`src/mfp_reg_pkg.sv`:
```
package mfp_reg_pkg;

  // byte wide register port
  localparam int DATA_W = 8;
  localparam int ADDR_W = 3;

  // control registers
  localparam logic [ADDR_W-1:0] ADDR_TACR = 3'd0;
  localparam logic [ADDR_W-1:0] ADDR_TBCR = 3'd1;
  localparam logic [ADDR_W-1:0] ADDR_TCDCR = 3'd2;

  // data registers, counters on read
  localparam logic [ADDR_W-1:0] ADDR_TADR = 3'd3;
  localparam logic [ADDR_W-1:0] ADDR_TBDR = 3'd4;
  localparam logic [ADDR_W-1:0] ADDR_TCDR = 3'd5;
  localparam logic [ADDR_W-1:0] ADDR_TDDR = 3'd6;

  // mask in high nibble, pending in low nibble
  localparam logic [ADDR_W-1:0] ADDR_ISR = 3'd7;

  // layout of TACR and TBCR
  typedef struct packed {
    logic [2:0] unused;
    logic       tout_reset;
    logic [3:0] mode;
  } ctrl_ab_t;

  // layout of TCDCR, one select per timer
  typedef struct packed {
    logic       unused_c;
    logic [2:0] c_psc;
    logic       unused_d;
    logic [2:0] d_psc;
  } ctrl_cd_t;

  // one written control byte, read either way
  typedef union packed {
    ctrl_ab_t ab;
    ctrl_cd_t cd;
  } ctrl_byte_u;

endpackage

```
`src/mfp_timer_pkg.sv`:
```
package mfp_timer_pkg;

  // control nibble of one timer
  localparam int MODE_W = 4;

  // timer stopped, counter holds
  localparam logic [MODE_W-1:0] MODE_STOP = 4'b0000;

  // event mode, count trigger edges
  localparam logic [MODE_W-1:0] MODE_EVENT = 4'b1000;

  // codes 0001..0111 are delay mode, low bits select the prescaler
  localparam int PSC_SEL_W = 3;

  // width of a prescale divisor and of the prescale counter
  localparam int PSC_DIV_W = 8;

  // divisor per select value
  localparam logic [PSC_DIV_W-1:0] PSC_DIV [0:(1 << PSC_SEL_W) - 1] = '{
    8'd1,
    8'd4,
    8'd10,
    8'd16,
    8'd50,
    8'd64,
    8'd100,
    8'd200
  };

  // timers A, B, C, D
  localparam int NUM_TIMERS = 4;

endpackage
```
`src/mfp_timers_top.sv`:
```
`timescale 1ns/1ps

module mfp_timers_top (
  input  logic                                 CLK,
  input  logic                                 arst_n,
  input  logic                                 we,
  input  logic [mfp_reg_pkg::ADDR_W-1:0]       addr,
  input  logic [mfp_reg_pkg::DATA_W-1:0]       wdata,
  input  logic                                 xclk,
  input  logic                                 tai,
  input  logic                                 tbi,
  output logic [mfp_reg_pkg::DATA_W-1:0]       rdata,
  output logic [mfp_timer_pkg::NUM_TIMERS-1:0] tout,
  output logic                                 irq
);
  import mfp_reg_pkg::*;
  import mfp_timer_pkg::*;

  logic [NUM_TIMERS-1:0] data_we;
  logic [NUM_TIMERS-1:0] ctrl_we;
  logic [NUM_TIMERS-1:0] timeout;
  logic [MODE_W-1:0]     mode_a, mode_b, mode_c, mode_d;
  logic [MODE_W-1:0]     mode_q_a, mode_q_b, mode_q_c, mode_q_d;
  logic [DATA_W-1:0]     count_q_a, count_q_b, count_q_c, count_q_d;
  logic                  tout_reset;
  logic                  isr_we;
  logic [DATA_W-1:0]     irq_status;

  mfp_timer_regs u_regs (
    .CLK        (CLK),
    .arst_n     (arst_n),
    .we         (we),
    .addr       (addr),
    .wdata      (wdata),
    .rdata      (rdata),
    .data_we    (data_we),
    .ctrl_we    (ctrl_we),
    .mode_a     (mode_a),
    .mode_b     (mode_b),
    .mode_c     (mode_c),
    .mode_d     (mode_d),
    .tout_reset (tout_reset),
    .isr_we     (isr_we),
    .count_q_a  (count_q_a),
    .count_q_b  (count_q_b),
    .count_q_c  (count_q_c),
    .count_q_d  (count_q_d),
    .mode_q_a   (mode_q_a),
    .mode_q_b   (mode_q_b),
    .mode_q_c   (mode_q_c),
    .mode_q_d   (mode_q_d),
    .tout       (tout),
    .irq_status (irq_status)
  );

  // A and B take external triggers
  mfp_timer #(.HAS_EVENT(1'b1)) u_timer_a (
    .CLK (CLK), .arst_n (arst_n),
    .data_we (data_we[0]), .data (wdata),
    .ctrl_we (ctrl_we[0]), .mode (mode_a), .tout_reset (tout_reset),
    .xclk (xclk), .trig (tai),
    .count_q (count_q_a), .mode_q (mode_q_a), .tout (tout[0]), .timeout (timeout[0])
  );

  mfp_timer #(.HAS_EVENT(1'b1)) u_timer_b (
    .CLK (CLK), .arst_n (arst_n),
    .data_we (data_we[1]), .data (wdata),
    .ctrl_we (ctrl_we[1]), .mode (mode_b), .tout_reset (tout_reset),
    .xclk (xclk), .trig (tbi),
    .count_q (count_q_b), .mode_q (mode_q_b), .tout (tout[1]), .timeout (timeout[1])
  );

  // C and D are delay only
  mfp_timer #(.HAS_EVENT(1'b0)) u_timer_c (
    .CLK (CLK), .arst_n (arst_n),
    .data_we (data_we[2]), .data (wdata),
    .ctrl_we (ctrl_we[2]), .mode (mode_c), .tout_reset (tout_reset),
    .xclk (xclk), .trig (1'b0),
    .count_q (count_q_c), .mode_q (mode_q_c), .tout (tout[2]), .timeout (timeout[2])
  );

  mfp_timer #(.HAS_EVENT(1'b0)) u_timer_d (
    .CLK (CLK), .arst_n (arst_n),
    .data_we (data_we[3]), .data (wdata),
    .ctrl_we (ctrl_we[3]), .mode (mode_d), .tout_reset (tout_reset),
    .xclk (xclk), .trig (1'b0),
    .count_q (count_q_d), .mode_q (mode_q_d), .tout (tout[3]), .timeout (timeout[3])
  );

  mfp_timer_irq u_irq (
    .CLK        (CLK),
    .arst_n     (arst_n),
    .timeout    (timeout),
    .isr_we     (isr_we),
    .wdata      (wdata),
    .irq_status (irq_status),
    .irq        (irq)
  );

endmodule

```
`src/mfp_timer_irq.sv`:
```
`timescale 1ns/1ps

module mfp_timer_irq (
  input  logic                                 CLK,
  input  logic                                 arst_n,
  input  logic [mfp_timer_pkg::NUM_TIMERS-1:0] timeout,
  input  logic                                 isr_we,
  input  logic [mfp_reg_pkg::DATA_W-1:0]       wdata,
  output logic [mfp_reg_pkg::DATA_W-1:0]       irq_status,
  output logic                                 irq
);
  import mfp_timer_pkg::*;

  logic [NUM_TIMERS-1:0] pending;
  logic [NUM_TIMERS-1:0] mask;
  logic [NUM_TIMERS-1:0] clr;

  // low nibble of an ISR write, 1 clears
  assign clr = isr_we ? wdata[NUM_TIMERS-1:0] : '0;

  always_ff @(posedge CLK or negedge arst_n) begin
    if (!arst_n) begin
      pending <= '0;
    end else begin
      // a timeout in the clear cycle still sets its bit
      pending <= (pending & ~clr) | timeout;
    end
  end

  always_ff @(posedge CLK or negedge arst_n) begin
    if (!arst_n) begin
      mask <= '0;
    end else if (isr_we) begin
      mask <= wdata[NUM_TIMERS +: NUM_TIMERS];
    end
  end

  assign irq_status = {mask, pending};

  // any unmasked pending timeout
  assign irq = |(pending & mask);

endmodule

```
`src/mfp_timer_regs.sv`:
```
`timescale 1ns/1ps

module mfp_timer_regs (
  input  logic                                 CLK,
  input  logic                                 arst_n,
  input  logic                                 we,
  input  logic [mfp_reg_pkg::ADDR_W-1:0]       addr,
  input  logic [mfp_reg_pkg::DATA_W-1:0]       wdata,
  output logic [mfp_reg_pkg::DATA_W-1:0]       rdata,
  output logic [mfp_timer_pkg::NUM_TIMERS-1:0] data_we,
  output logic [mfp_timer_pkg::NUM_TIMERS-1:0] ctrl_we,
  output logic [mfp_timer_pkg::MODE_W-1:0]     mode_a,
  output logic [mfp_timer_pkg::MODE_W-1:0]     mode_b,
  output logic [mfp_timer_pkg::MODE_W-1:0]     mode_c,
  output logic [mfp_timer_pkg::MODE_W-1:0]     mode_d,
  output logic                                 tout_reset,
  output logic                                 isr_we,
  input  logic [mfp_reg_pkg::DATA_W-1:0]       count_q_a,
  input  logic [mfp_reg_pkg::DATA_W-1:0]       count_q_b,
  input  logic [mfp_reg_pkg::DATA_W-1:0]       count_q_c,
  input  logic [mfp_reg_pkg::DATA_W-1:0]       count_q_d,
  input  logic [mfp_timer_pkg::MODE_W-1:0]     mode_q_a,
  input  logic [mfp_timer_pkg::MODE_W-1:0]     mode_q_b,
  input  logic [mfp_timer_pkg::MODE_W-1:0]     mode_q_c,
  input  logic [mfp_timer_pkg::MODE_W-1:0]     mode_q_d,
  input  logic [mfp_timer_pkg::NUM_TIMERS-1:0] tout,
  input  logic [mfp_reg_pkg::DATA_W-1:0]       irq_status
);
  import mfp_reg_pkg::*;
  import mfp_timer_pkg::*;

  logic               wr_q;
  logic [ADDR_W-1:0]  addr_q;
  logic [DATA_W-1:0]  wdata_q;
  logic               wr;
  logic               wr_ab;
  ctrl_byte_u         wr_ctrl;
  ctrl_byte_u         cd_rd;

  // previous access, so that a held we acts only once
  always_ff @(posedge CLK or negedge arst_n) begin
    if (!arst_n) begin
      wr_q <= 1'b0;
    end else begin
      wr_q <= we;
    end
  end

  always_ff @(posedge CLK) begin
    addr_q  <= addr;
    wdata_q <= wdata;
  end

  assign wr = we && !(wr_q && addr_q == addr && wdata_q == wdata);

  assign wr_ctrl = wdata;
  assign wr_ab   = (addr == ADDR_TACR) || (addr == ADDR_TBCR);

  // per-timer strobes, valid in the write cycle
  assign data_we = {wr && addr == ADDR_TDDR, wr && addr == ADDR_TCDR,
                    wr && addr == ADDR_TBDR, wr && addr == ADDR_TADR};
  assign ctrl_we = {wr && addr == ADDR_TCDCR, wr && addr == ADDR_TCDCR,
                    wr && addr == ADDR_TBCR, wr && addr == ADDR_TACR};
  assign isr_we  = wr && addr == ADDR_ISR;

  assign mode_a     = wr_ctrl.ab.mode;
  assign mode_b     = wr_ctrl.ab.mode;
  // no output reset bit in TCDCR
  assign tout_reset = wr_ab && wr_ctrl.ab.tout_reset;

  // C and D only know delay mode, select 0 stops them
  assign mode_c = {1'b0, wr_ctrl.cd.c_psc};
  assign mode_d = {1'b0, wr_ctrl.cd.d_psc};

  // rebuild TCDCR from both timers
  always_comb begin
    cd_rd = '0;
    cd_rd.cd.c_psc = mode_q_c[PSC_SEL_W-1:0];
    cd_rd.cd.d_psc = mode_q_d[PSC_SEL_W-1:0];
  end

  always_comb begin
    case (addr)
      ADDR_TACR:  rdata = {3'b000, tout[0], mode_q_a};
      ADDR_TBCR:  rdata = {3'b000, tout[1], mode_q_b};
      ADDR_TCDCR: rdata = cd_rd;
      ADDR_TADR:  rdata = count_q_a;
      ADDR_TBDR:  rdata = count_q_b;
      ADDR_TCDR:  rdata = count_q_c;
      ADDR_TDDR:  rdata = count_q_d;
      default:    rdata = irq_status;
    endcase
  end

endmodule

```
`src/mfp_timer.sv`:
```
`timescale 1ns/1ps

module mfp_timer #(
  parameter bit HAS_EVENT = 1'b1
) (
  input  logic                             CLK,
  input  logic                             arst_n,
  input  logic                             data_we,
  input  logic [mfp_reg_pkg::DATA_W-1:0]   data,
  input  logic                             ctrl_we,
  input  logic [mfp_timer_pkg::MODE_W-1:0] mode,
  input  logic                             tout_reset,
  input  logic                             xclk,
  input  logic                             trig,
  output logic [mfp_reg_pkg::DATA_W-1:0]   count_q,
  output logic [mfp_timer_pkg::MODE_W-1:0] mode_q,
  output logic                             tout,
  output logic                             timeout
);
  import mfp_timer_pkg::*;

  logic [mfp_reg_pkg::DATA_W-1:0] data_q;
  logic [mfp_reg_pkg::DATA_W-1:0] counter;
  logic                           delay_mode;
  logic                           event_mode;
  logic                           psc_tick;
  logic [1:0]                     trig_sync;
  logic                           trig_prev;
  logic                           trig_rise;
  logic                           count_en;

  // 1001..1111 match neither and hold the counter
  assign delay_mode = (mode_q != MODE_STOP) && !mode_q[MODE_W-1];
  assign event_mode = HAS_EVENT && (mode_q == MODE_EVENT);

  mfp_prescaler u_prescaler (
    .CLK    (CLK),
    .arst_n (arst_n),
    .xclk   (xclk),
    .sel    (mode_q[PSC_SEL_W-1:0]),
    .run    (delay_mode),
    .tick   (psc_tick)
  );

  // trigger input, same treatment as xclk
  always_ff @(posedge CLK or negedge arst_n) begin
    if (!arst_n) begin
      trig_sync <= 2'b00;
      trig_prev <= 1'b0;
    end else begin
      trig_sync <= {trig_sync[0], trig};
      trig_prev <= trig_sync[1];
    end
  end

  assign trig_rise = trig_sync[1] && !trig_prev;

  always_ff @(posedge CLK or negedge arst_n) begin
    if (!arst_n) begin
      count_en <= 1'b0;
      timeout  <= 1'b0;
      tout     <= 1'b0;
      data_q   <= '0;
      counter  <= '0;
      mode_q   <= MODE_STOP;
      count_q  <= '0;
    end else begin
      count_en <= (delay_mode && psc_tick) || (event_mode && trig_rise);
      timeout  <= 1'b0;
      // stable copy for the cpu
      count_q  <= counter;

      if (count_en && (delay_mode || event_mode)) begin
        // stepping from 1 is the timeout, 0 counts as 256
        if (counter == 8'd1) begin
          counter <= data_q;
          tout    <= !tout;
          timeout <= 1'b1;
        end else begin
          counter <= counter - 8'd1;
        end
      end

      // a write to the data register restarts the count
      if (data_we) begin
        data_q  <= data;
        counter <= data;
      end

      if (ctrl_we) begin
        mode_q <= mode;
        if (tout_reset) begin
          tout <= 1'b0;
        end
      end
    end
  end

endmodule

```
`src/mfp_prescaler.sv`:
```
`timescale 1ns/1ps

module mfp_prescaler (
  input  logic                                CLK,
  input  logic                                arst_n,
  input  logic                                xclk,
  input  logic [mfp_timer_pkg::PSC_SEL_W-1:0] sel,
  input  logic                                run,
  output logic                                tick
);
  import mfp_timer_pkg::*;

  logic [1:0]           xclk_sync;
  logic                 xclk_prev;
  logic                 xclk_rise;
  logic [PSC_DIV_W-1:0] psc_cnt;
  logic                 psc_wrap;

  // xclk is asynchronous to CLK
  always_ff @(posedge CLK or negedge arst_n) begin
    if (!arst_n) begin
      xclk_sync <= 2'b00;
      xclk_prev <= 1'b0;
    end else begin
      xclk_sync <= {xclk_sync[0], xclk};
      xclk_prev <= xclk_sync[1];
    end
  end

  assign xclk_rise = xclk_sync[1] && !xclk_prev;

  // last edge of one divisor period
  assign psc_wrap = (psc_cnt == PSC_DIV[sel] - 8'd1);

  always_ff @(posedge CLK or negedge arst_n) begin
    if (!arst_n) begin
      psc_cnt <= '0;
    end else if (!run) begin
      psc_cnt <= '0;
    end else if (xclk_rise) begin
      if (psc_wrap) begin
        psc_cnt <= '0;
      end else begin
        psc_cnt <= psc_cnt + 8'd1;
      end
    end
  end

  assign tick = run && xclk_rise && psc_wrap;

endmodule

```
`config.mk`:
```
export PLATFORM = sky130hd
export DESIGN_NAME = mfp_timers_top
export DESIGN_NICKNAME = d
export VERILOG_FILES = /design/src/mfp_reg_pkg.sv /design/src/mfp_timer_pkg.sv /design/src/mfp_timers_top.sv /design/src/mfp_timer_irq.sv /design/src/mfp_timer_regs.sv /design/src/mfp_timer.sv /design/src/mfp_prescaler.sv
export SDC_FILE = /design/constraint.sdc
export NUM_CORES = 1
export LEC_CHECK = 0
export BUFFER_PORTS_ARGS = -buffer_cell sky130_fd_sc_hd__buf_2
export CAP_MARGIN = 10
export CORE_ASPECT_RATIO = 0.5
export CORE_MARGIN = 4
export CORE_UTILIZATION = 57
export CTS_CLUSTER_SIZE = 12
export DETAILED_ROUTE_END_ITERATION = 16
export PLACE_DENSITY = 0.77
export SYNTH_ARGS = -nofsm -noshare
export SYNTH_HDL_FRONTEND = slang
export SYNTH_HIERARCHICAL = 1
export SYNTH_SLANG_ARGS = --single-unit
```
`constraint.sdc`:
```
create_clock -name CLK -period 3 [get_ports CLK]
set_clock_uncertainty 0.2 [all_clocks]
set_input_delay 0.6 -clock CLK [delete_from_list [all_inputs] [get_ports CLK]]
set_output_delay 0.6 -clock CLK [all_outputs]
set_load 0.01 [all_outputs]
```
# After elaboration in Yosys (flattened, before gate mapping)
# Memories as Yosys holds them, arrays and structs flattened.
# Cells that the tools add are included.
[totals]
latchBits = 0
word_cells = 224
mem_bits_ro = 256
ramBits = 0
output_inout_bits = 13
n_memories = 4
regBits = 192
[mem_list]
columns = ["memory", "depth", "width", "rd", "rd_clocked_by_memory_dff", "write_ports", "line_no", "rtl"]
rows = [
  ["(no name shown)", 8, 8, 1, 0, 0, "mfp_prescaler.sv:33", "assign psc_wrap = (psc_cnt == PSC_DIV[sel] - 8'd1);"],
  ["(no name shown)", 8, 8, 1, 0, 0, "mfp_prescaler.sv:33", ""],
  ["(no name shown)", 8, 8, 1, 0, 0, "mfp_prescaler.sv:33", ""],
  ["(no name shown)", 8, 8, 1, 0, 0, "mfp_prescaler.sv:33", ""],
]
[op_classes]
n_div = 0
add_sub_neg = 12
reduce_logical = 66
eq_ne = 23
magnitude_cmp = 4
mul = 0
n_bitwise = 8
muxes = 58
shift = 0
[ops]
columns = ["op", "n"]
rows = [
  ["$mux 8", 32],
  ["$sub 8x1->8 const B", 8],
  ["$pmux 8 s7", 1],
  ["$eq 8x8->1", 5],
  ["$logic_and 1x1->1", 38],
  ["$add 8x1->8 const B", 4],
  ["$eq 8x1->1 const B", 4],
  ["$mux 1", 24],
  ["$ge 4x4->1 const B", 4],
  ["$not 3->4", 4],
  ["$reduce_bool 4->1", 4],
  ["$logic_not 1->1", 13],
  ["$eq 3x3->1 const B", 4],
  ["$and 4x4->4", 2],
  ["$eq 4x4->1 const B", 2],
  ["$ne 2x2->1 const B", 4],
  ["$reduce_bool 2->1", 4],
  ["$eq 3x2->1 const B", 2],
  ["$logic_or 1x1->1", 5],
  ["$mux 4", 1],
  ["$not 4->4", 1],
  ["$or 4x4->4", 1],
  ["$reduce_or 4->1", 1],
  ["$eq 3x1->1 const B", 1],
  ["other kinds (2)", 2],
]

# Depth between registers and ports, before layout
# Gate-level depths: netlist (run 1).
[depth]
ltp_word = 10
depth_mapped = 12
mapped_depth_nobuf = 10

# By module
# The synthesis (run 1) kept the hierarchy.
[modules_own_cells]
columns = ["module", "instances", "area_per_inst_um2", "seq_area_each_um2", "cells_each"]
rows = [
  ["mfp_timer (u_timer_a ...)", 2, 1453.9, 850.8, 133],
  ["mfp_timer (u_timer_c ...)", 2, 1361.3, 775.7, 122],
  ["mfp_prescaler (u_timer_a.u_prescaler ...)", 3, 842.1, 275.3, 101],
  ["mfp_timer_regs", 1, 1163.6, 245.2, 139],
  ["mfp_prescaler (u_timer_b.u_prescaler)", 1, 783.3, 275.3, 93],
  ["mfp_timer_irq", 1, 335.3, 200.2, 24],
  ["mfp_timers_top", 1, 3.8, 0.0, 1],
]

# Worst setup path before layout (run 1)
# OpenSTA, ideal clock, no wires.
[synth_path]
kind = "flip-flop to flip-flop"
startpoint = "register u_timer_b/mode_q[1] (netlist bit)"
endpoint = "register u_timer_b.u_prescaler.psc_cnt[2]"
setup_time_ns = 0.128
t_required_ns = 2.672
n_path_buf = 2
arrival_ns = 2.520
path_stages_with_launch = 12
slack_ns = 0.152
period_less_slack_ns = 2.848
path_cell_list = "dfrtp_1 > buf_2 > nor3_1 > inv_1 > ha_1 > xnor2_1 > a221oi_1 > o2111ai_1 > or4_1 > buf_2 > a31oi_1 > o22ai_1"
[synth_via]
elab_chain_cells = 9
[synth_rtl]
columns = ["element", "line_no", "rtl"]
rows = [
  ["start, declared", "mfp_timer.sv:16", "output logic [mfp_timer_pkg::MODE_W-1:0] mode_q,"],
  ["start signal, assigned", "mfp_timer.sv:91", "mode_q <= mode;"],
  ["$not 3->4 (not written as such)", "mfp_prescaler.sv:33", ""],
  ["$mem_v2 8x8", "--", ""],
  ["$mux 8 (not written as such) (2 in a row)", "mfp_prescaler.sv:33", ""],
  ["$sub 8x1->8", "mfp_prescaler.sv:33", ""],
  ["$eq 8x8->1", "mfp_prescaler.sv:33", ""],
  ["$mux 8", "mfp_prescaler.sv:41", "if (psc_wrap) begin"],
  ["$mux 8", "mfp_prescaler.sv:40", "end else if (xclk_rise) begin"],
  ["$mux 8", "mfp_prescaler.sv:38", "end else if (!run) begin"],
  ["end signal, assigned", "mfp_prescaler.sv:44", "psc_cnt <= psc_cnt + 8'd1;"],
  ["end, declared", "mfp_prescaler.sv:16", "logic [PSC_DIV_W-1:0] psc_cnt;"],
]
# Parallel ways exist; a longest one is shown, timed or not. The select of a mux whose other input is x is not followed.
# A chain may end at the register's enable or synchronous reset.

# Final worst setup path (run 1)
[layout_path]
startpoint = "register u_timer_b/mode_q[2] (netlist bit)"
endpoint = "register u_timer_b.u_prescaler.psc_cnt[2]"
# Same word-level chain as after synthesis.

==> results of run 1 <==
==> final cells by class <==
type                       instances  area share [%]
sequential                       194            41.5
tap                              234            2.53
clock inverter                    13            1.37
inverter                          70            2.27
clock buffer                      19            3.83
timing repair buffer              87            5.53
multi-input combinational        737            43.0
==> cell usage in the layout (no fill, tap or decap), types with 6 or more instances in the layout <==
cell / instances
nor4_1: 10
a21o_1: 9
inv_8: 7
o31ai_1: 14
o21a_1: 8
o211ai_1: 21
nor2_1: 45
inv_1: 65
nor2b_1: 10
and3_1: 14
a31oi_1: 13
nand4_1: 10
o22ai_1: 13
mux2i_1: 22
xor2_1: 9
dfxtp_1: 11
or4_1: 8
or3_1: 10
and2_1: 9
nor3_1: 30
mux2_2: 21
buf_2: 29
clkbuf_16: 17
o21ai_0: 82
buf_4: 52
o21ai_1: 6
nor3b_1: 7
nand2b_1: 18
a21oi_1: 48
dfrtp_1: 182
nand2_1: 103
o31a_1: 7
nand3_1: 27
xnor2_1: 27
ha_1: 16
==> critical path, delay by kind of cell, from the launching register on <==
family | cells | cell delay [ns]
AOI/OAI and AO/OA | 5 | 0.88
and+or+nand+nor | 2 | 0.74
DFF | 1 | 0.47
adders and majority gates | 1 | 0.28
xor gates and xnor gates | 1 | 0.14
==> power by group <==
| group | leakage, nW | internal [mW] | switching [mW] |
|---|---|---|---|
| clock network | 0.295 | 1.22 | 1.11 |
| logic | 2.41 | 0.998 | 1.33 |
| registers | 2.40 | 3.04 | 0.453 |
==> repair_timing <==
action / in CTS / in global routing
hold buffers: 1 / 0
gates resized for setup: 3 / 4
cloned: 0 / 0
endpoints found under the hold margin: 40 / 0
endpoints found under the setup margin: 15 / 13
pin swaps: 0 / 1
==> routing by layer <==
metal  wire (um)  share of wire (%)
met1       11800                 45
met3        1880                7.3
met5           0                  0
met2       11800                 45
met4         490                1.9
==> stage by stage <==
stage                     utilization, %  hold slack (ns)  area (um^2)
after floorplan                        -            0.104        10400
after global placement              61.9            0.132        10900
after detailed placement            61.9            0.138        10900
after CTS                           65.4           0.0476        11600
after global routing                65.5           0.0382        11600
final                               65.5           0.0654        11600
==> path summary, 6_finish.rpt <==
| check | start | end | slack (ns) | depth (start not counted) |
|---|---|---|---|---|
| min reg2reg | u_timer_a/trig_sync[0] | u_timer_a/trig_sync[1] | 0.16 | 0 |
| max | u_timer_b/mode_q[2] | u_timer_b/u_prescaler/psc_cnt[2] | 0.16 | 9 |
| max in group asynchronous | arst_n | u_timer_b/mode_q[2] | 1.43 | 3 |
| max reg2reg | u_timer_b/mode_q[2] | u_timer_b/u_prescaler/psc_cnt[2] | 0.16 | 9 |
| min | tai | u_timer_a/trig_sync[0] | 0.07 | 1 |
| min in group asynchronous | arst_n | u_timer_a/data_q[4] | 0.45 | 2 |
==> sequential cells by signal, indices dropped and copies added (netlist names), 8 cells and up <==
register	cells
u_regs/wdata_q	8
u_timer_a/count_q	8
u_timer_a/counter	8
u_timer_a/data_q	8
u_timer_a/u_prescaler/psc_cnt	8
u_timer_b/count_q	8
u_timer_b/counter	8
u_timer_b/data_q	8
u_timer_b/u_prescaler/psc_cnt	8
u_timer_c/count_q	8
u_timer_c/counter	8
u_timer_c/data_q	8
u_timer_c/u_prescaler/psc_cnt	8
u_timer_d/count_q	8
u_timer_d/counter	8
u_timer_d/data_q	8
u_timer_d/u_prescaler/psc_cnt	8
==> summary.md, run 1 <==
| Metric | Value |
|---|---|
| GR Util met3 | 6.13% |
| Routed wire per std cell | between 15 and 20 um |
| Clock Tree Root | clkbuf_16 |
| FMAX | roughly 0.35 GHz |
| Gr ovfl total | 0 |
| Status | complete, no violations |
| Die area | ~21000 um^2 |
| Largest net degree at the start of global routing | between 40 and 50 |
| Core ar. | 17700 um^2 |
| Initial DRC count | slightly below 800 |
| Post-CTS setup buffer count | 0 |
| Die H | 104 um |
| Slowest stage cell, crit path | or4_4 |
| CP endpoint kind | flop |
| N_diodes | 0 |
| Final worst setup slack | between 0.15 and 0.2 ns |
| Routability congestion estimate | approximately 0.89 |
| PwrDens | ~710 nW/um^2 |
| Post-route DRC violation count | 0 |
| Final nets | approximately 1100 |
| I/O pin count | 30 |
| Mapped cell area | roughly 10000 um^2 |
| CP Max Fanout | 10 |
| Worst slack at placement | -0.0647 ns |
| Storage element area | between 4000 and 5000 um^2 |
| Vias in the first global route | 8204 |
| Rows | 34 |
| Met2 Track Usage GR | between 30% and 40% |
| Worst Max-Slew Pin Slew | between 1 and 1.5 ns |
| Starting Density | between 50% and 60% |
| Crit path cell chain | nand2b_1 -> a21o_1 -> ha_1 -> xnor2_1 -> a221oi_1 -> o2111ai_1 -> or4_4 -> a31oi_1 -> o22ai_1 |
| RSZ-0062 raised after global routing | no |
| Placed Cells | 1320 |
| Min cycle time layout | roughly 2.8 ns |
| Setup Crit Path Kind | reg -> reg |
| HPWL Detailed | ~18000 um |
| Vias per inst | about 6.3 |
| Port bufs | 29 |
| Final hold violations | 0 |
| Most Used Layer, Global Route | met1 |
| CTS tree | yes |
| Insertion delay to the later sink of the worst-skew pair | between 0.4 and 0.5 ns |
| Pleak | 5.11 nW |
| Pwr Total | 8.16 mW |
| Area Growth Syn to Fin | 10.8% |
| Cell Count, Final, Fillers Out | 1354 |
| Peak supply drop | 0.436 mV |
| Critical Path Start Type | flop |
| Syn Area/Cell | ~9.8 um^2 |
| Warnings, synthesis | 6 |
| GRT Overall Usage | 25.6% |
| Sum Neg Setup Slack | 0 ns |
| Post-route antenna net violation count | 0 |
| # fillers | around 1400 |
| Hold Crit Class | in -> reg |
| Total CTS buffers | 17 |
| Worst path max stage delay | between 0.5 and 0.6 ns |
| Max Transition Viols Final | 0 |
| 1st-pass router iterations | 5 |
| Post-Synthesis Cells | 1069 |
| Global-route met1 utilization | about two fifths |
| Multi-input logic area | just under 5000 um^2 |
| Clk buf depth | 2 |
| Layout cell share with drive strength beyond 1 | around 17% |
| Max_cap viols | 0 |
| Clock Pin Slew Worst Setup and Hold Paths | about 0.080 ns |
| Routed WL | 25900 um |
| Crit path DAT | 2.95 ns |
| Rel. slew slack | about a quarter |
| Period utilization | about 95% |
| Initial antenna violation count | 0 |
| Req. time, crit path | 3.11 ns |
| CTS Sinks | approximately 190 |
| H-tree levels | 4 |
| DR vias | 8482 |
| First-pass GRT wire length | approximately 43000 um |
| Final Setup Violations | 0 |
| Die Wd | ~200 um |
Note: power is estimated with default switching activity, not from simulation.
==> inputs of run 2 (changes only) <==
--- a/config.mk
+++ b/config.mk
@@ -12,7 +12,7 @@
 export CORE_UTILIZATION = 57
 export CTS_CLUSTER_SIZE = 12
 export DETAILED_ROUTE_END_ITERATION = 16
-export PLACE_DENSITY = 0.77
+export PLACE_DENSITY = 0.81
 export SYNTH_ARGS = -nofsm -noshare
 export SYNTH_HDL_FRONTEND = slang
 export SYNTH_HIERARCHICAL = 1
==> summary.md, run 2 (synthesized netlist as in run 1, its figures left out) <==
| Metric | Value |
|---|---|
| Status | complete, no violations |
| CP Max Fanout | 19 |
| HPWL Detailed | roughly 18000 um |
| CTS tree | yes |
| RSZ-0062 raised after global routing | no |
| Final hold violations | 0 |
| Largest net degree at the start of global routing | just over 70 |
| Clock share of power | between 20% and 30% |
| Switch Pwr | around 2.9 mW |
| I/O pin count | 30 |
| Clock Pin Slew Worst Setup and Hold Paths | 0.08 ns |
| Rows | 34 |
| Combinational share of power | between 20% and 30% |
| Slowest stage cell, crit path | buf_2 |
| Post-route antenna net violation count | 0 |
| Area Growth Syn to Fin | 9.66% |
| Routed wire per std cell | roughly 19 um |
| N_diodes | 0 |
| GRT Overall Usage | approximately 25% |
| H-tree levels | 4 |
| Vias per inst | around 6.3 |
| Initial antenna violation count | 1 |
| Final Setup Violations | 0 |
| Sum Neg Setup Slack | 0 ns |
| Final worst setup slack | about 0.10 ns |
| Crit path cell chain | buf_2 -> buf_4 -> nor2b_4 -> a22oi_1 -> a21oi_1 -> a2bb2oi_1 -> buf_2 |
| Routability congestion estimate | 0.929 |
| Gr ovfl total | 0 |
| Req. time, crit path | ~2.2 ns |
| Total CTS buffers | 17 |
| Pleak | a little over 5 nW |
| Initial DRC count | ~740 |
| Final nets | about 1100 |
| Clock Tree Root | clkbuf_16 |
| Internal | approximately 5.1 mW |
| Crit path DAT | approximately 2.1 ns |
| CTS Sinks | approximately 190 |
| Max Transition Viols Final | 0 |
| Hold slack | 0.0738 ns |
| Peak supply drop | between 0.4 and 0.5 mV |
| Commonest non-fill, non-tap cells in the layout | dfrtp_1 (183), nand2_1 (103), o21ai_0 (83) |
| Sw Share | a little over a third |
| PwrDens | roughly 700 nW/um^2 |
| Hold Crit Class | in -> reg |
| Worst Max-Slew Pin Slew | about 0.68 ns |
| Rel. slew slack | ~55% |
| Pwr Total | just over 8 mW |
| Vias in the first global route | 8189 |
| Register share of total power | 43.2% |
| Starting Density | between 50% and 60% |
| Commonest non-fill, non-tap cell in the layout | dfrtp_1 |
| CP delay by family, top | buffers and inverters |
| CP endpoint kind | primary output |
| Critical path's most frequent cell | buf_2 |
| Final core occ | 64.8% |
| Port bufs | 29 |
| Period utilization | between 90% and 100% |
| DR vias | 8503 |
| Routed WL | around 26000 um |
| Worst path bufs/invs | 3 |
| First-pass GRT wire length | 42500 um |
| # fillers | roughly 1300 |
| Max_cap viols | 0 |
| Insertion delay to the later sink of the worst-skew pair | around 0.43 ns |
| FMAX | between 0.3 and 0.4 GHz |
| Die H | about 100 um |
| Die area | around 21000 um^2 |
| Critical Path Start Type | primary input |
| Post-route DRC violation count | 0 |
| Worst slack at placement | -0.0654 ns |
| Clk buf depth | 2 |
| 1st-pass router iterations | 7 |
| Min cycle time layout | around 2.9 ns |
| Die Wd | approximately 200 um |
| Layout cell share with drive strength beyond 1 | approximately 16% |
| Setup Crit Path Kind | in -> out |
| Core ar. | about 18000 um^2 |
| Worst path max stage delay | 0.34 ns |
==> run 2: cell type report <==
class	count	area (um^2)	share of cell area [%]
multi-input cells	737	4960	43.3
clock inverters	15	163	1.42
flip-flops and latches	194	4800	41.9
well taps	234	293	2.56
clock buffers	17	425	3.72
repair buffers	77	542	4.73
inverters	70	263	2.30
==> run 2: worst paths after layout <==
kind / from / to / slack (ns) / depth (start not counted)
max: addr[0] / rdata[0] / 0.10 / 7
min: tbi / u_timer_b/trig_sync[0] / 0.07 / 1
max reg2reg: u_timer_c/mode_q[2] / u_timer_c/count_en / 0.16 / 10
min reg2reg: u_timer_c/u_prescaler/xclk_sync[0] / u_timer_c/u_prescaler/xclk_sync[1] / 0.16 / 0
max in group asynchronous: arst_n / u_timer_a/data_q[2] / 1.31 / 3
min in group asynchronous: arst_n / u_timer_d/counter[7] / 0.53 / 2
==> run 2: metrics by stage <==
stage	instance area (um^2)	instances
2_1_floorplan	10400	1070
3_3_place_gp	10800	1309
3_5_place_dp	10800	1309
4_1_cts	11400	1342
5_1_grt	11400	1344
6_report	11400	1344
==> run 2: metal layers <==
layer	GRT usage (%)	wire length (um)	part of all wire [%]	vias to the layer above
met5	0	12	0.046	-
met4	7.51	619	2.4	2
met3	5.09	1670	6.5	68
met2	39.6	12200	47	339
met1	36.1	11400	44	4196
li1	-	-	-	3898
==> run 2: timing repair <==
action                                 4_1_cts  5_1_grt
gates resized for setup                      1        4
endpoints found under the hold margin       41        0
hold buffers                                 1        0
pin swaps                                    0        2
setup endpoints to repair                    8       15
buffers inserted                             0        2
==> run 2: power groups by stage <==
| stage | sequential, mW | combinational [mW] | clock [mW] |
|---|---|---|---|
| 6_report | 3.48 | 2.32 | 2.26 |
| 5_1_grt | 3.54 | 2.55 | 2.39 |
| 4_1_cts | 3.47 | 2.26 | 2.29 |
| 3_5_place_dp | 3.51 | 2.22 | 0 |
| 3_3_place_gp | 3.49 | 2.12 | 0 |
| 2_1_floorplan | 3.39 | 1.71 | 0 |
==> inputs of run 3 (changes only) <==
--- a/config.mk
+++ b/config.mk
@@ -5,6 +5,7 @@
 export SDC_FILE = /design/constraint.sdc
 export NUM_CORES = 1
 export LEC_CHECK = 0
+export ABC_AREA = 1
 export BUFFER_PORTS_ARGS = -buffer_cell sky130_fd_sc_hd__buf_2
 export CAP_MARGIN = 10
 export CORE_ASPECT_RATIO = 0.5
@@ -12,6 +13,7 @@
 export CORE_UTILIZATION = 57
 export CTS_CLUSTER_SIZE = 12
 export DETAILED_ROUTE_END_ITERATION = 16
+export GPL_TIMING_DRIVEN = 0
 export PLACE_DENSITY = 0.81
 export SYNTH_ARGS = -nofsm -noshare
 export SYNTH_HDL_FRONTEND = slang
==> summary.md, run 3 <==
| Metric | Value |
|---|---|
| Status | complete, no violations |
| PwrDens | just over 700 nW/um^2 |
| Vias per inst | 5.35 |
| Clock Pin Slew Worst Setup and Hold Paths | 0.08 ns |
| Cell Count, Final, Fillers Out | ~1800 |
| CP Max Fanout | 10 |
| Clk buf depth | 2 |
| Largest net degree at the start of global routing | between 100 and 150 |
| CTS tree | yes |
| Die area | 21900 um^2 |
| Die Wd | ~200 um |
| Sum Neg Setup Slack | 0 ns |
| Starting Density | between 50 and 60% |
| Sw Share | about 38% |
| H-tree levels | 4 |
| Placed Cells | 1810 |
| Critical Path Start Type | primary input |
| 1st-pass router iterations | 5 |
| Final hold violations | 0 |
| Warnings, synthesis | 6 |
| Post-Synthesis Cells | 1520 |
| Hold Crit Class | in -> reg |
| Max_cap viols | 0 |
| Layout cell share with drive strength beyond 1 | about an eighth |
| Die H | 107 um |
| Port bufs | 29 |
| CP endpoint kind | primary output |
| Clock Tree Root | clkbuf_16 |
| Max Transition Viols Final | 0 |
| Insertion delay to the later sink of the worst-skew pair | about 0.43 ns |
| Vias in the first global route | 9445 |
| DR vias | approximately 10000 |
| Clock share of power | a little over a quarter |
| RSZ-0062 raised after global routing | no |
| Gr ovfl total | 0 |
| Final nets | 1604 |
| Commonest non-fill, non-tap cells in the layout | nand2_1 (539), inv_1 (204), dfrtp_1 (183) |
| Initial antenna violation count | 1 |
| Post-route DRC violation count | 0 |
| GRT Overall Usage | about a quarter |
| Period utilization | 90.7% |
| Core ar. | 18700 um^2 |
| Internal | 5.44 mW |
| Total CTS buffers | 17 |
| Crit path DAT | approximately 1.9 ns |
| Register share of total power | a little over two fifths |
| Routed WL | approximately 26000 um |
| Commonest non-fill, non-tap cell in the layout | nand2_1 |
| First-pass GRT wire length | 45100 um |
| Rel. slew slack | between 30% and 40% |
| Peak supply drop | 0.427 mV |
| I/O pin count | 30 |
| Hold-critical path depth | 1 |
| Routed wire per std cell | about 14 um |
| Worst Max-Slew Pin Slew | ~0.95 ns |
| Req. time, crit path | 2.20 ns |
| Rows | 35 |
| Min cycle time layout | ~2.7 ns |
| CTS Sinks | 194 |
| Switch Pwr | approximately 3.4 mW |
| Area Growth Syn to Fin | 10.2% |
| R2R cell count | 15 |
| Setup Crit Path Kind | in -> out |
| FMAX | roughly 0.37 GHz |
| Post-route antenna net violation count | 0 |
| Mapped cell area | between 10000 and 15000 um^2 |
| Syn Area/Cell | ~7.3 um^2 |
| Routability congestion estimate | between 0.8 and 0.9 |
| Final Setup Violations | 0 |
| HPWL Detailed | approximately 19000 um |
| Combinational share of power | 31.0% |
| Pleak | around 6.5 nW |
| Initial DRC count | approximately 880 |
## run 3: metrics by stage
stage                     total power [mW]  hold slack, ns  utilization, %  area [um^2]  setup WS, ns
after floorplan                       5.73           0.104               -        11100         0.856
after global placement                6.32           0.133            61.7        11600         -1.70
after detailed placement              6.45           0.136            61.9        11600         0.153
after CTS                             8.85          0.0513            65.2        12200         0.327
after global routing                  9.45          0.0529            65.2        12200         0.211
final                                 8.83          0.0699            65.2        12200         0.278
## run 3: final timing paths
kind / start / end / slack, ns
max in group asynchronous: arst_n / u_timer_a/u_prescaler/xclk_sync[0] / 1.09
min: tai / u_timer_a/trig_sync[0] / 0.07
min in group asynchronous: arst_n / u_timer_c/data_q[5] / 0.56
max reg2reg: u_timer_a/mode_q[1] / u_timer_a/count_en / 0.43
min reg2reg: u_timer_a/trig_sync[0] / u_timer_a/trig_sync[1] / 0.15
max: addr[0] / rdata[1] / 0.28
## run 3: routing by layer
metal  up-vias  wire [um]  global-route usage (%)
met4         0        672                    8.98
met3        62       1630                    4.23
li1       4828          -                       -
met1      4641      11900                    35.2
met5         -          0                       0
met2       332      12100                    40.5
## run 3: critical path, cell delays in order
cell	delay (ns)
buf_2	0.12
buf_6	0.17
inv_4	0.07
nand3_1	0.15
inv_2	0.09
nand2_1	0.13
nand2_1	0.06
a21oi_1	0.23
nand3_1	0.14
buf_2	0.17
## run 3: final cells by class
class / count / area (um^2)
clock buffer: 18 / 439
buffer: 36 / 264
timing repair buffer: 31 / 193
sequential: 194 / 4800
inverter: 229 / 880
antenna: 1 / 2.50
fill: 1517 / 6520
multi-input combinational: 1062 / 5150
clock inverter: 14 / 168
tap: 259 / 324
## run 3: timing repair
item / CTS / global route
buffers inserted: 0 / 0
hold endpoints to repair: 79 / 0
hold buffers: 1 / 0
gates resized for setup: 0 / 0
## run 3: power by group through the flow
| stage | combinational [mW] | clock, mW | sequential [mW] |
|---|---|---|---|
| floorplan | 2.13 | 0 | 3.60 |
| finish | 2.74 | 2.35 | 3.74 |
| detailed placement | 2.68 | 0 | 3.77 |
| global route | 3.13 | 2.51 | 3.81 |
| global placement | 2.56 | 0 | 3.76 |
| CTS | 2.72 | 2.39 | 3.73 |
